**src/verilog/missProcPkg.sv**
```systemverilog
// Miss processing shared definitions
// Request field widths, translation opcode and the request match rule

`default_nettype none

package missProcPkg;

   //--------------------------------------------------
   // Request fields
   //--------------------------------------------------
   localparam int AddrWidth  = 20;                  // Page address bits
   localparam int TlbIdWidth = 2;

   typedef enum logic [0:0] {
      OpTrnRd = 1'b0,                               // Read translation
      OpTrnWr = 1'b1                                // Write translation
   } opcode_e;

   //--------------------------------------------------
   // Request match
   //--------------------------------------------------
   // A newer request may wait behind an older one when both target the same
   // page of the same TLB, and the older one grants at least the newer one's
   // permission
   function automatic logic reqMatch(
      input opcode_e               newOpcode,
      input logic [AddrWidth-1:0]  newAddr,
      input logic [TlbIdWidth-1:0] newTlbId,
      input opcode_e               oldOpcode,
      input logic [AddrWidth-1:0]  oldAddr,
      input logic [TlbIdWidth-1:0] oldTlbId
   );
      logic addrHit;
      logic tlbIdHit;
      logic opcodeHit;

      addrHit   = (newAddr == oldAddr);
      tlbIdHit  = (newTlbId == oldTlbId);
      opcodeHit = (newOpcode == OpTrnRd) || (oldOpcode == OpTrnWr);
      return addrHit && tlbIdHit && opcodeHit;
   endfunction

endpackage

`default_nettype wire

```
**src/verilog/missLookup.sv**
```systemverilog
// Miss lookup, CAM control and CAM return stages
// Qualifies tracker CAM hits and matches against the request ahead

`timescale 1ns/10ps
`default_nettype none

module missLookup #(
   parameter int MissTrkDepth = 8,
   localparam int TrkIdxWidth = $clog2(MissTrkDepth),
   localparam int AddrWidth   = missProcPkg::AddrWidth,
   localparam int TlbIdWidth  = missProcPkg::TlbIdWidth
) (
   input  wire logic                    clk,
   input  wire logic                    reset_i,
   // Incoming miss
   input  wire logic                    put_i,
   input  missProcPkg::opcode_e         opcode_i,
   input  wire logic [AddrWidth-1:0]    addr_i,
   input  wire logic [TlbIdWidth-1:0]   tlbId_i,
   // Tracker CAM and status
   output logic                         camEn_o,
   input  wire logic [MissTrkDepth-1:0] camHit_i,
   input  wire logic [MissTrkDepth-1:0] trkVld_i,
   input  wire logic [MissTrkDepth-1:0] trkWrOp_i,
   // Out stage state
   input  wire logic                    outVld_i,
   input  missProcPkg::opcode_e         outOpcode_i,
   input  wire logic [AddrWidth-1:0]    outAddr_i,
   input  wire logic [TlbIdWidth-1:0]   outTlbId_i,
   input  wire logic                    outTrkPut_i,
   input  wire logic [TrkIdxWidth-1:0]  outTrkIdx_i,
   input  wire logic [TrkIdxWidth-1:0]  outHitIdx_i,
   input  wire logic                    outHitVld_i,
   // CAM return results
   output logic                         retVld_o,
   output missProcPkg::opcode_e         retOpcode_o,
   output logic      [AddrWidth-1:0]    retAddr_o,
   output logic      [TlbIdWidth-1:0]   retTlbId_o,
   output logic                         retHitVld_o,
   output logic      [TrkIdxWidth-1:0]  retHitIdx_o
);

   // Where the out request lands, and whether that entry still holds
   logic                     aheadHitVld;
   logic [TrkIdxWidth-1:0]   aheadHitIdx;
   logic                     ctlHitVld;

   logic                     retVld;
   missProcPkg::opcode_e     retOpcode;
   logic [AddrWidth-1:0]     retAddr;
   logic [TlbIdWidth-1:0]    retTlbId;
   logic                     savedHitVld;
   logic [TrkIdxWidth-1:0]   savedHitIdx;
   logic                     confPut;               // Tracker write during lookup
   logic [TrkIdxWidth-1:0]   confIdx;

   logic [MissTrkDepth-1:0]  camHitVec;
   logic                     camHitVld;
   logic [TrkIdxWidth-1:0]   camHitIdx;

   assign aheadHitIdx = outTrkPut_i ? outTrkIdx_i : outHitIdx_i;
   assign aheadHitVld = outTrkPut_i || (outHitVld_i && trkVld_i[outHitIdx_i]);

   //--------------------------------------------------
   // CAM control stage
   //--------------------------------------------------
   assign camEn_o = put_i;

   assign ctlHitVld = outVld_i && aheadHitVld &&
                      missProcPkg::reqMatch(opcode_i, addr_i, tlbId_i,
                                            outOpcode_i, outAddr_i, outTlbId_i);

   always_ff @(posedge clk) begin
      if (reset_i) begin
         retVld      <= 1'b0;
         savedHitVld <= 1'b0;
         confPut     <= 1'b0;
      end else begin
         retVld      <= put_i;
         savedHitVld <= put_i && ctlHitVld;
         confPut     <= put_i && outTrkPut_i;
      end
   end

   always_ff @(posedge clk) begin
      retOpcode   <= opcode_i;
      retAddr     <= addr_i;
      retTlbId    <= tlbId_i;
      savedHitIdx <= aheadHitIdx;
      confIdx     <= outTrkIdx_i;
   end

   //--------------------------------------------------
   // CAM return stage
   //--------------------------------------------------
   always_comb begin
      for (int i = 0; i < MissTrkDepth; i++) begin
         camHitVec[i] = camHit_i[i] && trkVld_i[i] &&
                        !(confPut && (confIdx == TrkIdxWidth'(i))) &&
                        ((retOpcode == missProcPkg::OpTrnRd) || trkWrOp_i[i]);
      end
      camHitVld = |camHitVec;
      // Several hits are legal, lowest one wins
      camHitIdx = '0;
      for (int i = MissTrkDepth - 1; i >= 0; i--) begin
         if (camHitVec[i]) begin
            camHitIdx = TrkIdxWidth'(i);
         end
      end
   end

   always_comb begin
      if (camHitVld) begin
         retHitVld_o = 1'b1;
         retHitIdx_o = camHitIdx;
      end else if (outVld_i &&
                   missProcPkg::reqMatch(retOpcode, retAddr, retTlbId,
                                         outOpcode_i, outAddr_i, outTlbId_i)) begin
         retHitVld_o = aheadHitVld;                 // Request just ahead
         retHitIdx_o = aheadHitIdx;
      end else begin
         // Match from control stage, entry may have retired since
         retHitVld_o = savedHitVld && trkVld_i[savedHitIdx];
         retHitIdx_o = savedHitIdx;
      end
   end

   assign retVld_o    = retVld;
   assign retOpcode_o = retOpcode;
   assign retAddr_o   = retAddr;
   assign retTlbId_o  = retTlbId;

endmodule

`default_nettype wire

```
**config.mk**
```make
export PLATFORM = sky130hd
export DESIGN_NAME = missLookup
export DESIGN_NICKNAME = d
export VERILOG_FILES = /design/src/verilog/missProcPkg.sv /design/src/verilog/missLookup.sv
export SDC_FILE = /design/constraint.sdc
export NUM_CORES = 1
export LEC_CHECK = 0
export ABC_AREA = 1
export BUFFER_PORTS_ARGS = -buffer_cell sky130_fd_sc_hd__clkbuf_2
export CORE_ASPECT_RATIO = 1.75
export CORE_MARGIN = 4
export CORE_UTILIZATION = 46
export DETAILED_ROUTE_END_ITERATION = 10
export GPL_TIMING_DRIVEN = 0
export MAX_ROUTING_LAYER = met4
export PLACE_DENSITY_LB_ADDON = 0.15
export SYNTH_ARGS = -nofsm -noshare
export SYNTH_HDL_FRONTEND = slang
export SYNTH_SLANG_ARGS = --single-unit
```
**constraint.sdc**
```tcl
create_clock -name clk -period 1.5 [get_ports clk]
set_clock_uncertainty 0.15 [all_clocks]
set_input_delay 0.225 -clock clk [delete_from_list [all_inputs] [get_ports clk]]
set_output_delay 0.225 -clock clk [all_outputs]
set_load 0.005 [all_outputs]
```
Yosys cells after proc, flatten, opt, wreduce, memory -nomap -nowiden
Cells that the tools add are included.
- magnitude comparators: 2
- eq/ne operators: 11
- bitwise logic cells: 2
- mux-type cells: 17
- reductions and logical operators: 64
- operators by type and width (cell ; count):
    $logic_and 1x1->1 ; 43
    $eq 20x20->1 ; 2
    $mux 3 ; 11
    $eq 3x3->1 const B ; 4
    $logic_or 1x1->1 ; 11
    $logic_not 1->1 ; 8
    $lt 3x4->1 const B ; 2
    $reduce_or 8->1 ; 1
    $bmux 1 s3 ; 2
    $eq 3x2->1 const B ; 2
    $eq 2x2->1 ; 2
    $mux 1 ; 4
    $eq 3x1->1 const B ; 1
    $logic_not 3->1 ; 1
    $not 1->1 ; 2
- output and inout bits: 29
- register bits after elaboration: 32
- word-level logic and storage cells: 104
- input port bits: 82

Logic depth before layout (Yosys ltp)
- depth in word-level cells: 14
- depth in mapped cells: 12
- gate-level depth less buffers: 12

Worst setup path after synthesis
No wires, ideal clock.
- path kind: flip-flop to output port
- start: register retOpcode (netlist: retOpcode_o)
- end: output retHitIdx_o[0]
- stages on the path, launching flop included: 9
- setup slack: 0.011 ns
- arrival time: 1.114 ns
- buffers on the path: 0
- cell sequence: dfxtp_1 -> inv_2 -> nor2_1 -> nor2_1 -> a21oi_2 -> nand3_2 -> nor2_4 -> nand3_1 -> nand2_1
- word-level cells in the longest chain between the ends: 12
- elaborated cells on any way between the ends: 31
- classes of those cells: mux: 10; bitwise: 1; reduce/logical: 20
- ends and longest elaborated chain (element ; line ; text):
    start: declaration ; missLookup.sv:49 ; missProcPkg::opcode_e retOpcode;
    start signal: assignment ; missLookup.sv:86 ; retOpcode <= opcode_i;
    $not 1->1 (*) ; missProcPkg.sv:39, missLookup.sv:100 ;
    $logic_or 1x1->1 ; missLookup.sv:100 ; ((retOpcode == missProcPkg::OpTrnRd) || trkWrOp_i[i]);
    $logic_and 1x1->1 ; missLookup.sv:99 ; !(confPut && (confIdx == TrkIdxWidth'(i))) &&
    $mux 3 (8 in a row) ; missLookup.sv:106 ; if (camHitVec[i]) begin
    $mux 3 (*) ; missLookup.sv:113 ; if (camHitVld) begin
    end: declaration ; missLookup.sv:40 ; output logic [TrkIdxWidth-1:0] retHitIdx_o
Mark *: on every way between the ends. The rest lies on a longest branch, timed or not.

Worst setup path in the final report
- start: register confPut
- end: output retHitIdx_o[0]
- word-level cells in the longest chain between the ends: 13
- elaborated cells on any way between the ends: 42
- classes of those cells: mux: 9; reduce/logical: 33
- ends and longest elaborated chain (element ; line ; text):
    start: declaration ; missLookup.sv:54 ; logic confPut;
    start signal: assignment ; missLookup.sv:81 ; confPut <= put_i && outTrkPut_i;
    $logic_and 1x1->1 ; missLookup.sv:99 ;
    $logic_not 1->1 ; missLookup.sv:99 ;
    $logic_and 1x1->1 ; missLookup.sv:98 ; camHitVec[i] = camHit_i[i] && trkVld_i[i] &&
    $logic_and 1x1->1 ; missLookup.sv:99 ;
    $mux 3 (8 in a row) ; missLookup.sv:106 ;
    $mux 3 (*) ; missLookup.sv:113 ;
Marks and branches as above.

==> flow_metrics.tcl <==
set metrics [dict create \
    dieHeight_um 98.1 \
    root_buffer "clkbuf_8" \
    crit_buf_inv 1 \
    post-place-ws_ns -0.318 \
    finalSetupTns_ns -2.06 \
    endpoint_kind "output port" \
    critPathLaunch "confPut$_SDFF_PP0_" \
    clkTransAtPathRegs_ns 0.07 \
    synth_top_area_cell "dfxtp_1" \
    netlist_top_cells_area "dfxtp_1 (30%), nand2_1 (23%), inv_1 (10%), nor2_1 (8.3%), o21ai_0 (4.2%)" \
    grt_overflow 0 \
    slew-limit-headroom 0.757 \
    netlist-cell-type-count 26 \
    peakVddDrop_mv 0.927 \
    maxCapViolations 0 \
    drtIter0Drc 47 \
    share_comb_of_total_power 0.259 \
    diodes 0 \
    dp.cells 528 \
    synth_cells 368 \
    coreArea_um2 4440 \
    nets 587 \
    n_fill_cell 394 \
    rows 32 \
    cts_sinks 32 \
    grt_usage 0.266 \
    post_drt_wl_per_cell_um 13.1 \
    hold_start "addr_i[2]" \
    critPathKind "flop to output port" \
    status "finished, violations left" \
    cts.htree.levels 2 \
    power_density_nw_per_um2 759 \
    dr.pass1.iters 4 \
    fin_cells 557 \
    crit_path_frequent_cell "nor2_4" \
    worst_pin_slew_ns 0.361 \
    vias 2722 \
    clockPowerShare 0.368 \
    synth_common_cells "nand2_1 (131), inv_1 (57), nor2_1 (47), dfxtp_1 (32), o21ai_0 (18)" \
    path_cells "nand2_4 -> nor2_4 -> nor2_2 -> a21oi_2 -> nand3_2 -> nor2_4 -> nand3_1 -> nand2_1 -> clkbuf_2" \
    critPathMaxStageDelay_ns 0.38 \
    synthFlopType "dfxtp_1" \
    synth.most_common_cell "nand2_1" \
    design.die.area_um2 5840 \
    seqPwrFrac 0.373 \
    area.growth.synth_to_final_pct 55.2 \
    fin_ws_ns -0.542 \
    stdcell_area_um2 3310 \
    async_flop_share 0 \
    whs_path_depth 1 \
    drt_wl_total_um 7310 \
    drc 0 \
    cts_max_path_buffers 2 \
    synth_warnings 0 \
    fmax_ghz 0.490 \
    synth_edf_count 0 \
    p_leak_nw 1.87 \
    initial_utilization 0.481 \
    synth_seq_cells 32 \
    maxSlewViolCount 0 \
    tritoncts "done" \
    p_sw_frac 0.290 \
    netlist.area_leader.share 0.300 \
    grt_pass1_wl_um 11700 \
    finalCritPeriodShare 1.36 \
    synth_area_per_cell_um2 5.80 \
    grt_pass1_vias 2727 \
    min_path_type "input port to flop" \
    worstPathRequired_ns 1.12 \
    crit_path_max_fanout 4 \
    finalHoldViolCount 0 \
    finalSetupViolations 4 \
    portBuffers 109 \
    syn-num-nets 450 \
    ant_nets 0 \
    layout-drive-gt1-share 0.397 \
    hpwlAfterDp_um 5810 \
    hold_end "retAddr_o[2]$_DFF_P_" \
    start_kind "flop" \
    seqCellArea_um2 674 \
    antenna_found_initial 0 \
    cpLargestDelayFamily "simple AND/OR/NAND/NOR gates" \
    place_area_um2 2750 \
    seq_area_frac_synth 0.300 \
    multiInputGateArea_um2 1370 \
    critPathSlowestCell "dfxtp_4" \
    crit_cells 9 \
    power.internal_w 0.00179 \
    worst_ep_arrival_time_ns 1.67 \
    gp_congestion 0.884 \
    switchingPower_w 0.000730 \
    violations "setup timing" \
    period_minus_slack_ns 2.04 \
    syn-cell-area_um2 2140 \
    io_pins 111 \
    rsz0062_at_grt "true" \
    die_width_um 59.5 \
    grt_max_degree 11 \
    vias_per_cell 4.89 \
    cts_made_buffers 5 \
]
## power groups by stage
stage | Combinational, W | Clock (W) | Sequential (W)
6_report | 0.000651 | 0.000927 | 0.000939
4_1_cts | 0.000632 | 0.000926 | 0.000937
2_1_floorplan | 0.000292 | 0 | 0.000951
5_1_grt | 0.000728 | 0.000968 | 0.000945
3_5_place_dp | 0.000551 | 0 | 0.000953
3_3_place_gp | 0.000544 | 0 | 0.000951
## stage by stage
step | hold WS (ns) | power [W] | util
after floorplan | 0.103 | 0.00124 | -
after global placement | 0.194 | 0.00149 | 0.618
after detailed placement | 0.199 | 0.00150 | 0.618
after CTS | 0.0305 | 0.00249 | 0.731
after global routing | 0.0398 | 0.00264 | 0.746
final | 0.0217 | 0.00252 | 0.746
## cells by family after synthesis
| family | after synthesis | share of synthesized area |
|---|---|---|
| DFF | 32 | 0.300 |
| buffers and inverters | 72 | 0.129 |
| xor gates and xnor gates | 7 | 0.0287 |
| AOI/OAI and AO/OA | 35 | 0.0931 |
| and+or+nand+nor | 222 | 0.449 |
## worst max-delay path by stage
stage                                end  slack [ns]
after global placement    retHitIdx_o[2]       -0.30
after detailed placement  retHitIdx_o[1]       -0.32
after CTS                 retHitIdx_o[2]       -0.50
after global routing      retHitIdx_o[0]       -0.61
after floorplan           retHitIdx_o[0]        0.01
final                     retHitIdx_o[0]       -0.54
## placed cells by master, fill, tap and decap left out, types with 5 or more instances in the layout
cell / instances
dfxtp_2: 15
nand2_2: 9
dlygate4sd3_1: 21
dlymetal6s4s_1: 5
nand3_1: 9
clkbuf_8: 7
inv_1: 55
nor2_2: 15
nor3_2: 6
clkbuf_2: 100
o21ai_0: 16
nor2_4: 9
nor2_1: 30
buf_4: 5
nand4_1: 8
inv_2: 13
nand2_1: 124
dfxtp_1: 13
## repair_timing
action | 4_1_cts | 5_1_grt
buffers inserted | 3 | 1
pin swaps | 12 | 19
gates resized for setup | 36 | 40
endpoints found under the hold margin | 26 | 0
setup endpoints to repair | 4 | 5
hold buffers | 26 | 0
## area by class of cell
type | instances | share of cell area
multi-input combinational | 264 | 0.412
timing repair buffer | 130 | 0.242
sequential | 32 | 0.203
inverter | 70 | 0.0808
clock buffer | 7 | 0.0291
tap | 51 | 0.0193
clock inverter | 1 | 0.00906
buffer | 2 | 0.00378
## layer usage
metal	up-vias	track usage	wire length, um
li1	1398	-	-
met1	1209	0.221	2210
met2	90	0.526	4380
met3	25	0.0384	415
met4	0	0.130	299
met5	-	-	0
## flip-flops by register name, indices dropped and copies added (netlist names)
| signal | count |
|---|---|
| retVld_o | 1 |
| confPut | 1 |
| confIdx | 3 |
| retTlbId_o | 2 |
| retOpcode_o | 1 |
| retAddr_o | 20 |
| savedHitVld | 1 |
| savedHitIdx | 3 |
(Power assumes the default switching activity.)
